--- config.mk ---
export PLATFORM = sky130hd
export DESIGN_NAME = div_top
export DESIGN_NICKNAME = d
export VERILOG_FILES = /design/src/div_pkg.sv /design/src/div_queue.sv /design/src/div_radix2_core.sv /design/src/div_top.sv /design/src/div_unit.sv
export SDC_FILE = /design/constraint.sdc
export NUM_CORES = 1
export LEC_CHECK = 0
export BUFFER_PORTS_ARGS = -buffer_cell sky130_fd_sc_hd__buf_4
export CORE_UTILIZATION = 56
export DETAILED_ROUTE_END_ITERATION = 10
export PLACE_DENSITY_LB_ADDON = 0.1
export SYNTH_ARGS = -nofsm -noshare
export SYNTH_HDL_FRONTEND = slang
export SYNTH_SLANG_ARGS = --single-unit
--- constraint.sdc ---
create_clock -name clk -period 4.4 [get_ports clk]
set_input_delay 0.66 -clock clk [delete_from_list [all_inputs] [get_ports clk]]
set_output_delay 0.66 -clock clk [all_outputs]
set_load 0.03 [all_outputs]
--- src/div_pkg.sv ---
/*
 * Divide unit shared types
 * Operand width, id width, operation codes and request and writeback structs
 */
package div_pkg;

    //////////////////////////////////////////////////////////////////////
    // Widths

    // Operand and result width
    localparam int XLEN = 32;

    // Instruction id width
    localparam int DIV_ID_W = 4;

    //////////////////////////////////////////////////////////////////////
    // Operation codes

    // Bit 0 selects unsigned, bit 1 selects remainder
    typedef enum logic [1:0] {
        OP_DIV  = 2'b00,
        OP_DIVU = 2'b01,
        OP_REM  = 2'b10,
        OP_REMU = 2'b11
    } div_op_e;

    //////////////////////////////////////////////////////////////////////
    // Request and writeback payloads

    // Issue request, 70 bits
    typedef struct packed {
        logic [XLEN-1:0]     rs1;
        logic [XLEN-1:0]     rs2;
        div_op_e             op;
        logic [DIV_ID_W-1:0] id;
    } div_req_t;

    // Writeback result with its id, 36 bits
    typedef struct packed {
        logic [XLEN-1:0]     rd;
        logic [DIV_ID_W-1:0] id;
    } div_wb_t;

endpackage

--- src/div_queue.sv ---
/*
 * Divide request queue
 * In-order circular buffer with a combinational head and full and valid flags
 */
`timescale 1ns/100ps

module div_queue import div_pkg::*; #(
    parameter int DEPTH = 2
) (
    input  logic     clk,
    input  logic     rst,
    input  logic     push,
    input  logic     pop,
    input  div_req_t data_in,
    output div_req_t data_out,
    output logic     valid,
    output logic     full
);

    // Pointer width kept at one bit or more for a single entry
    localparam int PTR_W = (DEPTH > 1) ? $clog2(DEPTH) : 1;
    localparam int CNT_W = $clog2(DEPTH + 1);

    div_req_t         mem [DEPTH];
    logic [PTR_W-1:0] wr_ptr;
    logic [PTR_W-1:0] rd_ptr;
    logic [CNT_W-1:0] count;
    logic             wr_en;
    logic             rd_en;

    // Push into a full queue is dropped
    assign wr_en = push & ~full;
    assign rd_en = pop & valid;

    // Storage, no reset on entries
    always_ff @(posedge clk) begin
        if (wr_en) begin
            mem[wr_ptr] <= data_in;
        end
    end

    // Pointers wrap at DEPTH
    always_ff @(posedge clk) begin
        if (rst) begin
            wr_ptr <= '0;
            rd_ptr <= '0;
        end else begin
            if (wr_en) begin
                wr_ptr <= (wr_ptr == PTR_W'(DEPTH - 1)) ? '0 : wr_ptr + 1'b1;
            end
            if (rd_en) begin
                rd_ptr <= (rd_ptr == PTR_W'(DEPTH - 1)) ? '0 : rd_ptr + 1'b1;
            end
        end
    end

    // Occupancy, unchanged on push with pop
    always_ff @(posedge clk) begin
        if (rst) begin
            count <= '0;
        end else begin
            case ({wr_en, rd_en})
                2'b10:   count <= count + 1'b1;
                2'b01:   count <= count - 1'b1;
                default: count <= count;
            endcase
        end
    end

    // Head entry and flags
    assign data_out = mem[rd_ptr];
    assign valid    = (count != '0);
    assign full     = (count == CNT_W'(DEPTH));

endmodule

--- src/div_radix2_core.sv ---
/*
 * Radix-2 restoring divider
 * Unsigned, one quotient bit per cycle, completion pulse WIDTH+1 cycles after start
 */
`timescale 1ns/100ps

module div_radix2_core #(
    parameter int WIDTH = 32
) (
    input  logic             clk,
    input  logic             rst,
    input  logic             start,
    input  logic [WIDTH-1:0] a,
    input  logic [WIDTH-1:0] b,
    output logic [WIDTH-1:0] q,
    output logic [WIDTH-1:0] r,
    output logic             b_zero,
    output logic             complete
);

    // Dividend shifts out the top while quotient bits shift in the bottom
    logic [WIDTH-1:0] aq;
    logic [WIDTH-1:0] divisor;
    logic [WIDTH-1:0] rem;

    // One-hot step counter, zero when idle
    logic [WIDTH-1:0] step;

    // Trial subtraction
    logic [WIDTH:0]   rem_shift;
    logic [WIDTH:0]   diff;
    logic             q_bit;

    //////////////////////////////////////////////////////////////////////
    // Trial subtraction

    // Next dividend bit enters the partial remainder
    assign rem_shift = {rem, aq[WIDTH-1]};
    assign diff      = rem_shift - {1'b0, divisor};

    // Borrow out means restore
    assign q_bit = ~diff[WIDTH];

    //////////////////////////////////////////////////////////////////////
    // Datapath

    always_ff @(posedge clk) begin
        if (start) begin
            aq      <= a;
            divisor <= b;
            rem     <= '0;
            // Zero divisor never borrows, so q ends all ones and r holds a
            b_zero  <= (b == '0);
        end else if (step != '0) begin
            aq  <= {aq[WIDTH-2:0], q_bit};
            rem <= q_bit ? diff[WIDTH-1:0] : rem_shift[WIDTH-1:0];
        end
    end

    //////////////////////////////////////////////////////////////////////
    // Control

    // WIDTH iteration edges after the start edge
    always_ff @(posedge clk) begin
        if (rst) begin
            step     <= '0;
            complete <= 1'b0;
        end else begin
            if (start) begin
                step <= WIDTH'(1);
            end else begin
                step <= step << 1;
            end
            // Last iteration edge raises the pulse for one cycle
            complete <= step[WIDTH-1] & ~start;
        end
    end

    assign q = aq;
    assign r = rem;

endmodule

--- src/div_top.sv ---
/*
 * Divide subsystem top level
 * Sets the queue depth and exposes issue and writeback ports
 */
`timescale 1ns/100ps

module div_top import div_pkg::*; #(
    parameter int QUEUE_DEPTH = 2
) (
    input  logic     clk,
    input  logic     rst,
    // Issue side
    input  logic     issue_valid,
    input  div_req_t issue_req,
    output logic     issue_ready,
    // Writeback side, always accepted
    output logic     wb_valid,
    output div_wb_t  wb
);

    div_unit #(
        .QUEUE_DEPTH(QUEUE_DEPTH)
    ) u_unit (
        .clk        (clk),
        .rst        (rst),
        .issue_valid(issue_valid),
        .issue_req  (issue_req),
        .issue_ready(issue_ready),
        .wb_valid   (wb_valid),
        .wb         (wb)
    );

endmodule

--- src/div_unit.sv ---
/*
 * RV32M divide unit
 * Queues requests, converts to magnitudes, runs the divider and forms writeback
 */
`timescale 1ns/100ps

module div_unit import div_pkg::*; #(
    parameter int QUEUE_DEPTH = 2
) (
    input  logic     clk,
    input  logic     rst,
    input  logic     issue_valid,
    input  div_req_t issue_req,
    output logic     issue_ready,
    output logic     wb_valid,
    output div_wb_t  wb
);

    // Queue head and flags
    div_req_t        head;
    logic            head_valid;
    logic            q_full;

    // Divider control
    logic            start;
    logic            busy;
    logic            complete;
    logic            done;

    // Sign handling
    logic            signed_op;
    logic            dividend_neg;
    logic            divisor_neg;
    logic            quotient_neg;
    logic            remainder_neg;
    logic [XLEN-1:0] mag_a;
    logic [XLEN-1:0] mag_b;

    // Divider results
    logic [XLEN-1:0] quotient;
    logic [XLEN-1:0] remainder;
    logic            b_zero;

    // Result selection
    logic            negate;
    logic [XLEN-1:0] sel;
    logic [XLEN-1:0] result;

    //////////////////////////////////////////////////////////////////////
    // Request queue

    div_queue #(
        .DEPTH(QUEUE_DEPTH)
    ) u_queue (
        .clk     (clk),
        .rst     (rst),
        .push    (issue_valid),
        .pop     (done),
        .data_in (issue_req),
        .data_out(head),
        .valid   (head_valid),
        .full    (q_full)
    );

    // Entry being divided stays queued, so full covers it too
    assign issue_ready = ~q_full;

    //////////////////////////////////////////////////////////////////////
    // Divider control

    assign start = head_valid & ~busy;
    assign done  = complete;

    // Busy from start until the completion pulse
    always_ff @(posedge clk) begin
        if (rst) begin
            busy <= 1'b0;
        end else if (start) begin
            busy <= 1'b1;
        end else if (complete) begin
            busy <= 1'b0;
        end
    end

    //////////////////////////////////////////////////////////////////////
    // Operand signs and magnitudes

    assign signed_op     = ~head.op[0];
    assign dividend_neg  = signed_op & head.rs1[XLEN-1];
    assign divisor_neg   = signed_op & head.rs2[XLEN-1];
    assign quotient_neg  = signed_op & (head.rs1[XLEN-1] ^ head.rs2[XLEN-1]);
    // Remainder follows the dividend sign
    assign remainder_neg = dividend_neg;

    // Two's complement negate when negative
    assign mag_a = ({XLEN{dividend_neg}} ^ head.rs1) + XLEN'(dividend_neg);
    assign mag_b = ({XLEN{divisor_neg}} ^ head.rs2) + XLEN'(divisor_neg);

    div_radix2_core #(
        .WIDTH(XLEN)
    ) u_core (
        .clk     (clk),
        .rst     (rst),
        .start   (start),
        .a       (mag_a),
        .b       (mag_b),
        .q       (quotient),
        .r       (remainder),
        .b_zero  (b_zero),
        .complete(complete)
    );

    //////////////////////////////////////////////////////////////////////
    // Writeback

    // Divide by zero keeps the all ones quotient
    assign negate = head.op[1] ? remainder_neg : (quotient_neg & ~b_zero);
    assign sel    = head.op[1] ? remainder : quotient;
    assign result = ({XLEN{negate}} ^ sel) + XLEN'(negate);

    assign wb_valid = done;
    assign wb.rd    = result;
    assign wb.id    = head.id;

endmodule

## Yosys cells after proc, flatten, opt, wreduce, memory -nomap -nowiden

Memory sizes are Yosys's and may differ from the RTL's. A register that Yosys moved wholly into a read port is not among the register bits.
Cells that the tools add are included.
Widths: inputs -> output; s select.

| storage, ports and cells | value |
|---|---|
| logic and storage cells | 63 |
| output and inout bits | 38 |
| memories | 1 |
| RAM bits | 140 |
| bits in registers | 135 |
| bits of input ports | 73 |

Memory list:

| memory | depth | width | rd ports | clocked after memory_dff | write ports | line | RTL |
|---|---|---|---|---|---|---|---|
| u_unit.u_queue.mem | 2 | 70 | 1 | 1 | 1 | div_queue.sv:24 | `div_req_t mem [DEPTH];` |

| cells by class | value |
|---|---|
| reduce and logical (&&, ||, !) cells | 7 |
| equal/unequal tests | 3 |
| $add $sub $neg | 8 |
| muxes and demuxes | 15 |
| bitwise operators | 18 |

Operators by type and width:

| kind | number |
|---|---|
| $mux 32 | 4 |
| $add 32x1->32 | 3 |
| $xor 32x32->32 | 3 |
| $sub 33x32->33 | 1 |
| $logic_not 32->1 | 1 |
| $reduce_bool 32->1 | 1 |
| $mux 1 | 10 |
| $and 1x1->1 | 8 |
| $reduce_bool 2->1 | 4 |
| $not 1->1 | 6 |
| $eq 2x2->1 const B | 2 |
| $pmux 2 s2 | 1 |
| $add 1x1->1 const B | 2 |
| $add 2x1->2 const B | 1 |
| $eq 2x1->1 const B | 1 |
| $reduce_or 2->1 | 1 |
| $sub 2x1->2 const B | 1 |
| $xor 1x1->1 | 1 |

## Longest topological paths before layout

Gate-level depths: netlist of the first run.

| depth | value |
|---|---|
| depth in word-level cells | 6 |
| gate-level depth with buffers | 20 |
| gate-level depth less buffers | 13 |

## Modules after synthesis

A second synthesis of the first run with hierarchy kept.

| unflattened totals | value |
|---|---|
| cell total of the unflattened synthesis | 1,471 |
| area total of the unflattened synthesis | 15,975.3 um^2 |

Modules (own cells, without submodules):

| module | cells an instance | area an instance (um^2) | sequential area each (um^2) | instances |
|---|---|---|---|---|
| div_radix2_core | 648 | 6,736.5 | 3,253.1 | 1 |
| div_queue | 244 | 5,257.5 | 4,304.1 | 1 |
| div_unit | 579 | 3,981.3 | 20.0 | 1 |

## Worst setup path after synthesis of the first run

OpenSTA, ideal clock, no wires.

| timing path | value |
|---|---|
| path type | register to output |
| from | register with a tool-made name |
| to | output wb[22] (netlist name) |
| data arrival time | 4,234 ps |
| stages on the path, launching flop included | 16 |
| buffers on the path | 5 |
| setup slack | -494 ps |
| data required time | 3,740 ps |
| cell sequence | dfxtp_1 -> buf_6 -> mux2i_4 -> buf_2 -> buf_2 -> buf_1 -> clkbuf_1 -> mux2i_1 -> xnor2_1 -> ha_1 -> inv_1 -> a2111oi_4 -> and4b_1 -> nor3b_1 -> mux2i_1 -> xnor2_1 |

RTL lines:

| what | line | RTL |
|---|---|---|
| end: declaration | div_top.sv:18 | `output div_wb_t wb` |

==> results summary, run 1 <==
The number of flops mapped to enable cells by yosys is 205. The clock network burns 24.4% of the power. The post-detailed-route count of antenna-violating nets is 0. In the synthesized netlist, the number of instances is 1542. The overall fraction of global-route tracks in use is 26.5%. The I/O pin count came out at 111. The worst min-delay path category is input port to register. The initial antenna violation count is 0. The number of hold violations in the final report is 0. Internal power comes to 6.48 mW.

The checks that failed: negative setup slack. The worst path setup slack after routing is -0.110 ns. The share of final-layout standard cells stronger than drive strength 1 came out at 19.4%.

The total vias in the final route is 12.3k. For this design the ratio of total power to cell area is 543 nW/µm². The flow ran to the end, but the final reports show violations.

The maximum fanout along the worst path is 6. Setup violations remaining at the end of the flow were counted as 6. STA classifies the critical path endpoint as a primary output. Across the run, the number of max-cap violations was 0. The peak supply drop came out at 0.387 mV. The synthesized netlist contains 96 unique library cells. The proportion of synthesized flip-flops having asynchronous set or reset came out at 0%. By area, the combinational part of the netlist is dominated by simple AND/OR/NAND/NOR gates. The clock-pin transition on the worst setup and hold timing paths is 0.06 ns. The initial utilization of the core area, before any placement, comes to 57.6%.

Hold repair after CTS inserted 0 buffers. The part of the cycle the worst path needs came out at 102%. After legalization and detailed placement, the total HPWL measured 28600 µm. The number of filler cells placed in the layout came out at 2174. Entering global routing, the biggest net connects 83 pins. The final total negative setup slack came out at -0.438 ns. The final estimated routing congestion in global placement is 0.930. Measured along the y axis, the die boundary spans 172 µm.

The share of the synthesized area in compound gates (AO/OA/AOI/OAI) came out at 13.2%. STA puts the critical path data required time at 3.74 ns. The final hold slack came out at 0.276 ns. The number of nets in the finished design is 1805. After detailed routing, the average wire length per cell comes to 18.8 µm. The area share of fa/ha/maj cells after synthesis came out at 2.91%.

The via count of the first global-routing pass is 11.4k. The area of the die came out at 29600 µm². In this run switching power makes up 37.7% of total power.

The number of design-rule violations left by the first detailed-router iteration came out at 1047. The Yosys warning count is 0. The register area share after synthesis came out at 46.8%.

The total power after layout is 10.4 mW. The power dissipated by switching net loads came out at 3.92 mW. The peak clock frequency supported by timing came out at 0.222 GHz. The detail-routed via count per cell is 5.87. After Yosys synthesis, and, or, nand and nor cells account for 16.2% of the synthesized area. The number of placement rows came out at 61. The deepest level of the CTS H-tree came out at 1. Summing every instance area after synthesis gives 16200 µm². The worst setup skew after layout is 0.0212 ns.

The post-synth net total came out at 1652. The type of element launching the critical path is a register. The clock insertion delay at the later pin of the skew report came out at 0.57 ns.

The setup path with the least slack is of type register to primary output. The average cell area after synthesis came out at 10.5 µm². The tree is rooted in a sky130_fd_sc_hd__clkbuf_16.

The leakage dissipation came out at 7.20 nW. The pin slew with the least headroom to its limit is 1.04 ns. The first global-routing pass estimated 61000 µm of wire. In this run the most critical hold path is launched from issue_req[63].

The number of sinks handled by clock tree synthesis came out at 276. The worst slew margin relative to its limit came out at 30.8%. The layout-stage area growth over the synthesis result came out at 18.2%. The clock tree from TritonCTS is done. The maximum buffer depth of the clock tree is 3. The number of max-slew violations in the final report came to 0.

Setup repair after global routing could not meet its margin everywhere. The number of flip-flops and latches in the synthesized netlist came out at 276. The most used flip-flop cell after synthesis is sky130_fd_sc_hd__edfxtp_1. The mux contribution to synthesized area is 7.44%. The share of the synthesized netlist area taken by xor and xnor gates is 10.1%. Before antenna repair, the detailed router went through 7 iterations.

The placeable core region came out at 28100 µm². The power share of the combinational group is 40.2%. During placement, the flow inserted port buffers numbering 110. Cells fill 68.1% of the core in the end. Per report_power, the sequential group accounts for 35.4% of the total.

The number of clock buffers inserted by TritonCTS is 29. Data on the critical path arrives at its endpoint at 3.85 ns. The total overflow reported by the global router is 0.

The number of remaining DRC errors came out at 0. The number of antenna diodes in the final layout is 0. The total wirelength of the detailed-routed design came out at 39400 µm. The chip width is 172 µm. The final critical delay including setup and external delays is 4.51 ns.
sequential cells by signal, indices dropped and copies added, names as in the netlist, 2 cells and up, named ones only:
register and cells:
u_unit.u_core.divisor 32, u_unit.u_core.q 32, u_unit.u_core.r 32, u_unit.u_core.step 32
u_unit.u_queue.count 2, u_unit.u_queue.mem 140
Yosys cell counts, types with 5 or more instances:
cell type	n	share of area, %
sky130_fd_sc_hd__a211o_1	5	0.27
sky130_fd_sc_hd__a211oi_1	9	0.42
sky130_fd_sc_hd__a21o_1	19	0.88
sky130_fd_sc_hd__a21oi_1	92	2.8
sky130_fd_sc_hd__a22oi_1	5	0.23
sky130_fd_sc_hd__a31oi_1	12	0.46
sky130_fd_sc_hd__and2_1	44	1.7
sky130_fd_sc_hd__and3_1	23	0.89
sky130_fd_sc_hd__buf_1	8	0.19
sky130_fd_sc_hd__buf_2	10	0.31
sky130_fd_sc_hd__buf_6	9	0.63
sky130_fd_sc_hd__clkbuf_1	43	1.0
sky130_fd_sc_hd__dfxtp_1	71	8.8
sky130_fd_sc_hd__edfxtp_1	205	38
sky130_fd_sc_hd__ha_1	36	2.8
sky130_fd_sc_hd__inv_1	45	1.0
sky130_fd_sc_hd__mux2_2	15	1.0
sky130_fd_sc_hd__mux2i_1	94	5.8
sky130_fd_sc_hd__nand2_1	115	2.7
sky130_fd_sc_hd__nand2b_1	8	0.31
sky130_fd_sc_hd__nand3_1	36	1.1
sky130_fd_sc_hd__nand4_1	19	0.73
sky130_fd_sc_hd__nand4b_1	6	0.32
sky130_fd_sc_hd__nor2_1	95	2.2
sky130_fd_sc_hd__nor2b_1	16	0.62
sky130_fd_sc_hd__nor3_1	31	0.96
sky130_fd_sc_hd__nor4_1	17	0.66
sky130_fd_sc_hd__o211a_1	7	0.43
sky130_fd_sc_hd__o211ai_1	22	1.0
sky130_fd_sc_hd__o21a_1	7	0.32
sky130_fd_sc_hd__o21ai_0	90	2.8
sky130_fd_sc_hd__o21ai_1	6	0.19
sky130_fd_sc_hd__o21bai_1	5	0.23
sky130_fd_sc_hd__o31ai_1	6	0.28
sky130_fd_sc_hd__or2_2	5	0.19
sky130_fd_sc_hd__or3_1	14	0.54
sky130_fd_sc_hd__or4_1	5	0.23
sky130_fd_sc_hd__xnor2_1	143	7.7
sky130_fd_sc_hd__xor2_1	38	2.1
final timing paths:
| check | to | cells after the start | slack (ns) |
|---|---|---|---|
| worst min-delay path | u_unit.u_queue.mem[0][63] | 1 | 0.28 |
| worst max-delay path | wb[29] | 11 | -0.11 |
| worst max register to register | u_unit.u_core.q[22] | 13 | 0.26 |
| worst min register to register | u_unit.u_core.step[10] | 1 | 0.45 |
power by group through the flow:
stage               clock network [mW]  registers (mW)  logic [mW]
global route                      2.69            3.71        4.57
CTS                               2.57            3.67        4.07
finish                            2.53            3.68        4.18
detailed placement                   0            3.72        3.98
floorplan                            0            3.54        2.97
global placement                     0            3.72        3.92
logic make-up after synthesis:
group | count (synthesis)
AOI/OAI and AO/OA | 329
xor gates and xnor gates | 183
adders and majority gates | 37
buffers and inverters | 118
DFF | 276
muxes | 115
and+or+nand+nor | 484
worst max-delay path, cell delays in order, from the launching register on:
cell and delay (ns):
sky130_fd_sc_hd__dfxtp_4 0.41, sky130_fd_sc_hd__mux2i_4 0.29, sky130_fd_sc_hd__buf_4 0.16, sky130_fd_sc_hd__mux2i_1 0.08, sky130_fd_sc_hd__or4_4 0.56, sky130_fd_sc_hd__mux2i_4 0.17, sky130_fd_sc_hd__nand3_2 0.10, sky130_fd_sc_hd__or2_4 0.28
sky130_fd_sc_hd__or3_4 0.41, sky130_fd_sc_hd__or4_1 0.43, sky130_fd_sc_hd__xor2_1 0.20, sky130_fd_sc_hd__buf_4 0.20
final cells by class:
cell class                      count  area, µm²  area share, %
Multi-Input combinational cell   1148       8330           43.5
Sequential cell                   276       7580           39.6
Timing Repair Buffer              195       1580           8.27
Clock buffer                       33        772           4.04
Tap cell                          378        473           2.47
Clock inverter                     21        225           1.18
Inverter                           45        169          0.883
cells in the final DEF (no fill, tap or decap), types with 9 or more instances in the layout:
| cell | n |
|---|---|
| sky130_fd_sc_hd__a21oi_1 | 91 |
| sky130_fd_sc_hd__xnor2_1 | 137 |
| sky130_fd_sc_hd__mux2_2 | 13 |
| sky130_fd_sc_hd__and2_1 | 44 |
| sky130_fd_sc_hd__clkbuf_16 | 30 |
| sky130_fd_sc_hd__nor3_1 | 29 |
| sky130_fd_sc_hd__ha_1 | 35 |
| sky130_fd_sc_hd__nor2b_1 | 16 |
| sky130_fd_sc_hd__a21o_1 | 19 |
| sky130_fd_sc_hd__or3_1 | 13 |
| sky130_fd_sc_hd__dfxtp_1 | 70 |
| sky130_fd_sc_hd__nand4_1 | 19 |
| sky130_fd_sc_hd__a211oi_1 | 9 |
| sky130_fd_sc_hd__nor4_1 | 17 |
| sky130_fd_sc_hd__buf_6 | 16 |
| sky130_fd_sc_hd__nand2_1 | 114 |
| sky130_fd_sc_hd__buf_4 | 174 |
| sky130_fd_sc_hd__o21ai_0 | 89 |
| sky130_fd_sc_hd__xor2_1 | 37 |
| sky130_fd_sc_hd__a31oi_1 | 11 |
| sky130_fd_sc_hd__nor2_1 | 93 |
| sky130_fd_sc_hd__edfxtp_1 | 205 |
| sky130_fd_sc_hd__mux2i_1 | 91 |
| sky130_fd_sc_hd__nand3_1 | 32 |
| sky130_fd_sc_hd__o211ai_1 | 22 |
| sky130_fd_sc_hd__inv_1 | 45 |
| sky130_fd_sc_hd__and3_1 | 22 |
layer usage:
metal	vias to the layer above	track usage [%]	wire (µm)
met1	5847	38.7	18400
met4	0	8.27	1060
met5	-	0	0
met2	388	40.8	17500
li1	5991	-	-
met3	69	3.52	2460
what timing repair did:
| item | CTS | global route |
|---|---|---|
| hold endpoints to repair | 0 | 0 |
| resized for setup | 26 | 33 |
| pin swaps | 11 | 9 |
| setup endpoints to repair | 15 | 21 |
| buffers inserted | 27 | 11 |
per-stage QoR:
stage	instances	worst slack [ns]	area, µm²
2_1_floorplan	1542	0.0184	16300
3_3_place_gp	2004	0.292	17600
3_5_place_dp	2004	0.198	17600
4_1_cts	2085	-0.0447	18900
5_1_grt	2096	-0.230	19100
6_report	2096	-0.110	19100
Power figures use the tool's default switching activity.
==> inputs of run 2 (changes only) <==
--- a/config.mk
+++ b/config.mk
@@ -10,4 +10,5 @@
 export DETAILED_ROUTE_END_ITERATION = 10
 export PLACE_DENSITY_LB_ADDON = 0.1
+export REMOVE_ABC_BUFFERS = 1
 export SYNTH_ARGS = -nofsm -noshare
 export SYNTH_HDL_FRONTEND = slang
==> constraint.sdc (replaced) <==
create_clock -name clk -period 4.4 [get_ports clk]
set_input_delay 0.88 -clock clk [delete_from_list [all_inputs] [get_ports clk]]
set_output_delay 0.88 -clock clk [all_outputs]
set_load 0.03 [all_outputs]
==> run 2 against run 1 <==
Against the previous run: the flow still finishes with violations (negative setup slack); critical path depth did not move; final cell count rose by 0.43%; clock skew fell by 0.0056 ns; die area did not move; sequential share of layout area fell by 0.31 points; clock-buffer cell count rose by 3; clock power barely moved; register-to-register slack got worse by 0.10 ns; largest cell class unchanged.
==> results summary, run 2 (same netlist as run 1, synthesis figures left out) <==
The number of cells on the worst hold path was 1 (unchanged). The maximum fanout along the worst path came out at 6 (unchanged). The cell that appears most often on the critical path is sky130_fd_sc_hd__mux2i_4.

The final critical delay including setup and external delays is 4.64 ns (was 4.51 ns). The commonest non-fill, non-tap cell in the layout is sky130_fd_sc_hd__edfxtp_1 (unchanged). The number of sinks handled by clock tree synthesis came out at 276 (unchanged). The worst slew margin relative to its limit is 30.9% (was 30.8%).

The post-detailed-route count of antenna-violating nets is 0 (unchanged). The number of hold violations in the final report came out at 0 (unchanged). Failing checks: negative setup slack (unchanged).

The via count of the first global-routing pass came out at 11.9k (was 11.4k). The slack of the worst reg-to-reg path came out at 0.16 ns (was 0.26 ns). The data arrival at the endpoint of the critical path is 3.76 ns (was 3.85 ns). The depth of the most critical reg-to-reg path is 13 (unchanged). The final total negative setup slack came to -1.20 ns (was -0.438 ns). The cell at the root of the clock tree is sky130_fd_sc_hd__clkbuf_16 (unchanged). The wire length of the first global-routing pass came to 60300 µm (was 61000 µm). The total vias in the final route came to 12.3k (about the same).

The destination of the worst register-to-register timing path is u_unit.u_core.b_zero (was u_unit.u_core.q[22]). The number of max-slew violations in the final report is 0 (unchanged). The chip width came to 172 µm (unchanged). The number of max-cap violations was 0 (unchanged). The share of final-layout standard cells stronger than drive strength 1 came out at 20.4% (was 19.4%). The number of remaining DRC errors came out at 0 (unchanged).

The part of the cycle the worst path needs is 105% (was 102%). The number of flip-flops under the largest register name is 140 (unchanged). The overall die height came to 172 µm (unchanged).

The count of TritonRoute iterations in the first routing pass is 6 (was 7). The overall fraction of global-route tracks in use came out at 25.8% (was 26.5%). The number of placement rows was 61 (unchanged). Run status: finished, violations left (unchanged). The number of buffers added to fix hold violations after cts is 0 (unchanged). Top library cells by usage in the layout, fill and taps aside: 205 x sky130_fd_sc_hd__edfxtp_1, 181 x sky130_fd_sc_hd__buf_4, 135 x sky130_fd_sc_hd__xnor2_1 (was 205 x sky130_fd_sc_hd__edfxtp_1, 174 x sky130_fd_sc_hd__buf_4, 137 x sky130_fd_sc_hd__xnor2_1).

The worst path setup slack after routing came out at -0.237 ns (was -0.110 ns). The slowest stage cell on the critical path is sky130_fd_sc_hd__or4_4 (unchanged). The area of the die came out at 29600 µm² (unchanged). The maximum buffer depth of the clock tree came out at 3 (unchanged). The peak supply drop came out at 0.463 mV (was 0.387 mV). The delay of the slowest cell on the worst path came out at 0.51 ns (was 0.56 ns). The type of element launching the critical path is a register (unchanged). The count of final setup violators is 14 (was 6). The pin slew with the least headroom to its limit is 1.04 ns (about the same).

Setup repair after global routing missed its margin: true (unchanged). The number of clock buffers inserted by TritonCTS came to 30 (was 29). The initial antenna violation count came to 1 (was 0).

The endpoint of the worst hold-timing path is u_unit.u_core.step[14] (was u_unit.u_queue.mem[0][63]). The routed wire length per instance came out at 18.1 µm (was 18.8 µm). The total overflow reported by the global router was 0 (unchanged).

The number of design-rule violations left by the first detailed-router iteration came out at 737 (was 1047). The HPWL after detailed placement is 27400 µm (was 28600 µm). The largest net degree at the start of global routing is 90 (was 83).

Cell chain of the critical path: mux2i_4, buf_6, mux2i_4, or4_4, mux2i_4, nand3_2, or2_4, or3_4, or4_4, xor2_2, buf_6 (was mux2i_4, buf_4, mux2i_1, or4_4, mux2i_4, nand3_2, or2_4, or3_4, or4_1, xor2_1, buf_4). The critical path endpoint category is a primary output (unchanged). The clock tree from TritonCTS was done (unchanged). The deepest level of the CTS H-tree was 1 (unchanged).

The total wirelength of the detailed-routed design is 38100 µm (was 39400 µm). The clock-pin transition on the worst setup and hold timing paths came out at 0.06 ns (about the same). The clock insertion delay at the later pin of the skew report came out at 0.57 ns (about the same). The worst setup skew after layout is 0.0156 ns (was 0.0212 ns). The peak clock frequency supported by timing is 0.216 GHz (was 0.222 GHz). The I/O pin count is 111 (unchanged). The placeable core region came out at 28100 µm² (unchanged).

The origin of the worst min-delay path was u_unit.u_core.step[13] (was issue_req[63]). The final estimated routing congestion in global placement came out at 0.897 (was 0.930). The total power after layout came to 10.3 mW (was 10.4 mW).

The number of nets in the finished design is 1814 (was 1805). The worst min-delay path category is register to register (was input port to register). The detail-routed via count per cell is 5.84 (was 5.87). The class of the most critical setup path is register to primary output (unchanged).

The power density over cell area came out at 535 nW/µm² (was 543 nW/µm²). The number of I/O port buffers is 110 (unchanged). The initial cell density of the core is 57.6% (unchanged).

The required time of the worst setup path came out at 3.52 ns (was 3.74 ns). The largest register by flop count is u_unit.u_queue.mem (unchanged). The leakage dissipation came to 7.25 nW (was 7.20 nW). The layout-stage area growth over the synthesis result came out at 19.1% (was 18.2%).

The number of antenna diodes is 0 (unchanged).
run 2: cell count changes in the layout (fill, tap and decap cells not counted), sizes merged:
cell | previous run | this run
buf | 195 | 203
inv | 51 | 46
clkbuf | 33 | 36
clkinv | 10 | 13
bufinv | 4 | 2
clkinvlp | 1 | 3
run 2: stage by stage:
stage	hold WS [ns]	std cells	cell area, µm²	utilization (%)	setup WS, ns
global placement	0.440	2009	17600	62.5	-0.0663
global route	0.466	2105	19300	68.6	-0.336
floorplan	0.430	1469	15800	-	-4.24
CTS	0.462	2102	19100	68.1	-0.213
detailed placement	0.447	2009	17600	62.5	-0.0660
finish	0.457	2105	19300	68.6	-0.237
run 2: cell type report:
cell class | count | area, µm²
Tap cell | 378 | 473
Sequential cell | 276 | 7580
Clock inverter | 19 | 180
Timing Repair Buffer | 203 | 1640
Multi-Input combinational cell | 1148 | 8420
Inverter | 45 | 169
Fill cell | 2215 | 8810
Clock buffer | 36 | 813
run 2: worst max-delay path, delay by kind of cell (launching register included):
kind	cells	cell delay [ns]
xor+xnor	1	0.19
buf+inv	2	0.32
flops	1	0.39
mux	3	0.58
simple gates	5	1.69
run 2: power breakdown:
| part | leakage (nW) | internal [mW] | switching (mW) |
|---|---|---|---|
| sequential | 2.51 | 3.27 | 0.381 |
| combinational | 4.25 | 1.72 | 2.44 |
| clock | 0.487 | 1.44 | 1.07 |
run 2: layer usage:
layer	GRT usage [%]	vias up	wire, µm
li1	-	6004	-
met3	3.62	61	1920
met2	43.3	297	18100
met1	35.0	5923	17300
met4	6.58	2	835
met5	0	-	12
run 2: how the worst max path moves through the flow:
stage	to	slack, ns	depth (start not counted)
2_1_floorplan	wb[22]	-4.24	8
3_3_place_gp	u_unit.u_core.b_zero	-0.07	10
3_5_place_dp	u_unit.u_core.b_zero	-0.07	11
4_1_cts	wb[29]	-0.21	11
5_1_grt	wb[29]	-0.34	11
6_report	wb[29]	-0.24	11
run 2: timing repair:
item,CTS,global route
resized for setup,54,29
pin swaps,27,16
endpoints found under the setup margin,18,20
setup buffers,38,7
==> inputs of run 3 (changes only) <==
- CELL_PAD_IN_SITES_DETAIL_PLACEMENT: not set -> 1
- CELL_PAD_IN_SITES_GLOBAL_PLACEMENT: not set -> 1
- CORE_UTILIZATION: 56 -> 44
- SETUP_SLACK_MARGIN: not set -> 0.05
==> run 3 against run 2 <==
Against the previous run: the flow still finishes with violations (negative setup slack); highest routed layer is now met4; cell area is 2.3% higher; routed wire length is 20% higher; final cell count is 4.8% higher; clock power is 16% higher; via count is 2.7% higher.
==> results summary, run 3 (same netlist as run 1, synthesis figures left out) <==
The clock tree from TritonCTS is done (unchanged). The data arrival at the endpoint of the critical path was 3.87 ns (was 3.76 ns). The worst min-delay path category is register to register (unchanged). The cell at the root of the clock tree is sky130_fd_sc_hd__clkbuf_16 (unchanged).

The final core area utilization is 54.9% (was 68.6%). The worst setup skew after layout is 0.0192 ns (was 0.0156 ns). The highest signal layer in the routed design is met4 (was met5). The overall die height came out at 194 µm (was 172 µm). The type of element launching the critical path is a register (unchanged). The initial antenna violation count came out at 1 (unchanged).

The class of the most critical setup path is register to primary output (unchanged). The area of the die is 37600 µm² (was 29600 µm²). The cell count after placement is 2096 (was 2009).

The number of nets in the finished design is 1832 (was 1814). The part of the cycle the worst path needs is 108% (was 105%). The area of the multi-input gates came to 8410 µm² (was 8420 µm²).

The internal power contribution came out at 6.78 mW (was 6.43 mW). The length of routed met2 wiring came to 22500 µm (was 18100 µm). The detail-routed via count per cell came out at 5.72 (was 5.84). The total vias in the final route was 12.6k (was 12.3k).

The worst slew margin relative to its limit came out at 38.3% (was 30.9%). The wire length of the first global-routing pass was 70900 µm (was 60300 µm). The number of max-slew violations in the final report is 0 (unchanged).

The clock-pin transition on the worst setup and hold timing paths was 0.06 ns (about the same). The final total negative setup slack is -2.79 ns (was -1.20 ns). The chip width is 194 µm (was 172 µm).

The peak supply drop came out at 0.516 mV (was 0.463 mV). The deepest level of the CTS H-tree was 2 (was 1). The layout-stage area growth over the synthesis result came to 21.8% (was 19.1%).

The number of sinks handled by clock tree synthesis is 276 (unchanged). The maximum fanout along the worst path is 6 (unchanged). The switching power as a share of total power is 37.4% (was 37.7%). The cell area after layout is 19700 µm² (was 19300 µm²).

The clock network fraction of design power is 26.8% (was 24.3%). Setup repair after global routing missed its margin: true (unchanged). The area after detailed placement came to 17700 µm² (was 17600 µm²). Failing checks: negative setup slack (unchanged). The routed length on met3 came out at 1350 µm (was 1920 µm). The sequential cell fraction of total power is 33.9% (was 35.4%). The number of standard cells in the layout, taps in and fillers out came out at 2207 (was 2105). The share of final-layout standard cells stronger than drive strength 1 came out at 21.0% (was 20.4%).

The maximum buffer depth of the clock tree came out at 3 (unchanged). The total overflow reported by the global router came to 0 (unchanged). The number of remaining DRC errors came out at 0 (unchanged). The worst path setup slack after routing is -0.350 ns (was -0.237 ns).

The critical path endpoint category is a primary output (unchanged). The overall fraction of global-route tracks in use is 23.8% (was 25.8%). The via count of the first global-routing pass was 13.2k (was 11.9k).

The number of flip-flops under the largest register name came out at 140 (unchanged). The count of final setup violators came to 19 (was 14). The power share of the combinational group is 39.3% (was 40.3%). The number of filler cells placed in the layout came out at 3859 (was 2215). The required time of the worst setup path came to 3.52 ns (about the same). The total wirelength of the detailed-routed design is 45800 µm (was 38100 µm). The HPWL after detailed placement is 32000 µm (was 27400 µm).

The post-detailed-route count of antenna-violating nets is 0 (unchanged). The largest net degree at the start of global routing is 63 (was 90). The number of hold violations in the final report came to 0 (unchanged). The total power after layout is 10.8 mW (was 10.3 mW). The power density over cell area came out at 549 nW/µm² (was 535 nW/µm²). The flip-flop and latch area was 7580 µm² (unchanged). The clock insertion delay at the later pin of the skew report is 0.54 ns (was 0.57 ns). The peak clock frequency supported by timing is 0.211 GHz (was 0.216 GHz). Top library cells by usage in the layout, fill and taps aside: 205 x sky130_fd_sc_hd__edfxtp_1, 187 x sky130_fd_sc_hd__buf_4, 135 x sky130_fd_sc_hd__xnor2_1 (was 205 x sky130_fd_sc_hd__edfxtp_1, 181 x sky130_fd_sc_hd__buf_4, 135 x sky130_fd_sc_hd__xnor2_1). The power dissipated by switching net loads is 4.05 mW (was 3.89 mW). The final critical delay including setup and external delays is 4.75 ns (was 4.64 ns).

Run status: finished, violations left (unchanged). The number of I/O port buffers is 110 (unchanged). The number of placement rows came to 69 (was 61). The pin slew with the least headroom to its limit was 0.925 ns (was 1.04 ns). The initial cell density of the core was 45.1% (was 57.6%). The placeable core region came to 35900 µm² (was 28100 µm²). The number of clock buffers inserted by TritonCTS came out at 34 (was 30).

The number of max-cap violations is 0 (unchanged). The routed wire length per instance came to 20.8 µm (was 18.1 µm). The count of TritonRoute iterations in the first routing pass was 4 (was 6). The leakage dissipation came to 7.41 nW (was 7.25 nW).

The largest register by flop count is u_unit.u_queue.mem (unchanged). The number of design-rule violations left by the first detailed-router iteration is 559 (was 737). The commonest non-fill, non-tap cell in the layout is sky130_fd_sc_hd__edfxtp_1 (unchanged). The met1 wire length was 20800 µm (was 17300 µm). The I/O pin count is 111 (unchanged). The final estimated routing congestion in global placement came out at 0.892 (was 0.897).
==> run 3: cell count changes in the layout (fill, tap and decap cells not counted), moves of 3 or more <==
cell | previous run | this run
sky130_fd_sc_hd__buf_4 | 181 | 187
sky130_fd_sc_hd__buf_6 | 17 | 22
sky130_fd_sc_hd__bufinv_16 | 2 | 5
sky130_fd_sc_hd__clkbuf_1 | 2 | 6
sky130_fd_sc_hd__clkbuf_16 | 30 | 37
sky130_fd_sc_hd__clkbuf_8 | 4 | 1
sky130_fd_sc_hd__clkinv_2 | 9 | 4
sky130_fd_sc_hd__clkinvlp_4 | 3 | 0
sky130_fd_sc_hd__inv_1 | 45 | 42
sky130_fd_sc_hd__mux2i_1 | 87 | 91
sky130_fd_sc_hd__mux2i_2 | 8 | 5
sky130_fd_sc_hd__o21ai_2 | 3 | 0
==> run 3: stage by stage <==
step / setup slack [ns] / hold slack, ns
3_5_place_dp: 0.0540 / 0.449
5_1_grt: -0.518 / 0.478
6_report: -0.350 / 0.450
3_3_place_gp: 0.148 / 0.433
2_1_floorplan: -4.24 / 0.430
4_1_cts: -0.251 / 0.461
==> run 3: final cells by class <==
type / count / area share [%]
Antenna cell: 1 / 0.0127
Clock buffer: 43 / 4.75
Clock inverter: 16 / 1.07
Inverter: 45 / 0.856
Multi-Input combinational cell: 1148 / 42.7
Sequential cell: 276 / 38.4
Tap cell: 461 / 2.92
Timing Repair Buffer: 217 / 9.29
==> run 3: timing repair <==
item / in CTS / in global routing
hold buffers: 0 / 0
pin swaps: 17 / 17
setup endpoints to repair: 21 / 30
gates resized for setup: 32 / 48
setup buffers: 30 / 28
gates cloned: 1 / 1
==> run 3: final timing paths <==
check | from | end | slack [ns] | cells past startpoint
worst max-delay path | register | wb[29] | -0.35 | 11
worst min-delay path | u_unit.u_core.step[12] | u_unit.u_core.step[13] | 0.45 | 1
worst max register to register | register | u_unit.u_core.q[22] | 0.27 | 13
worst min register to register | u_unit.u_core.step[12] | u_unit.u_core.step[13] | 0.45 | 1
==> run 3: power by group through the flow <==
| stage | combinational [mW] | sequential [mW] | clock (mW) |
|---|---|---|---|
| global placement | 3.93 | 3.70 | 0 |
| global route | 4.66 | 3.70 | 3.07 |
| floorplan | 2.91 | 3.55 | 0 |
| detailed placement | 4.01 | 3.71 | 0 |
| finish | 4.26 | 3.67 | 2.90 |
| CTS | 4.15 | 3.66 | 2.99 |
==> run 3: worst max-delay path: stages (launching register included) <==
cell and delay, ns:
sky130_fd_sc_hd__dfxtp_4 0.40, sky130_fd_sc_hd__mux2i_4 0.37, sky130_fd_sc_hd__buf_12 0.16, sky130_fd_sc_hd__mux2i_1 0.14, sky130_fd_sc_hd__or2_2 0.34, sky130_fd_sc_hd__mux2i_1 0.26, sky130_fd_sc_hd__nand2_1 0.17, sky130_fd_sc_hd__or2_4 0.30
sky130_fd_sc_hd__or3_4 0.43, sky130_fd_sc_hd__or4_4 0.44, sky130_fd_sc_hd__xor2_2 0.16, sky130_fd_sc_hd__buf_6 0.16
==> run 3: layer usage <==
layer	track usage [%]	vias up
li1	-	6039
met2	40.3	169
met1	30.8	6341
met4	8.47	0
met5	0	-
met3	3.79	74
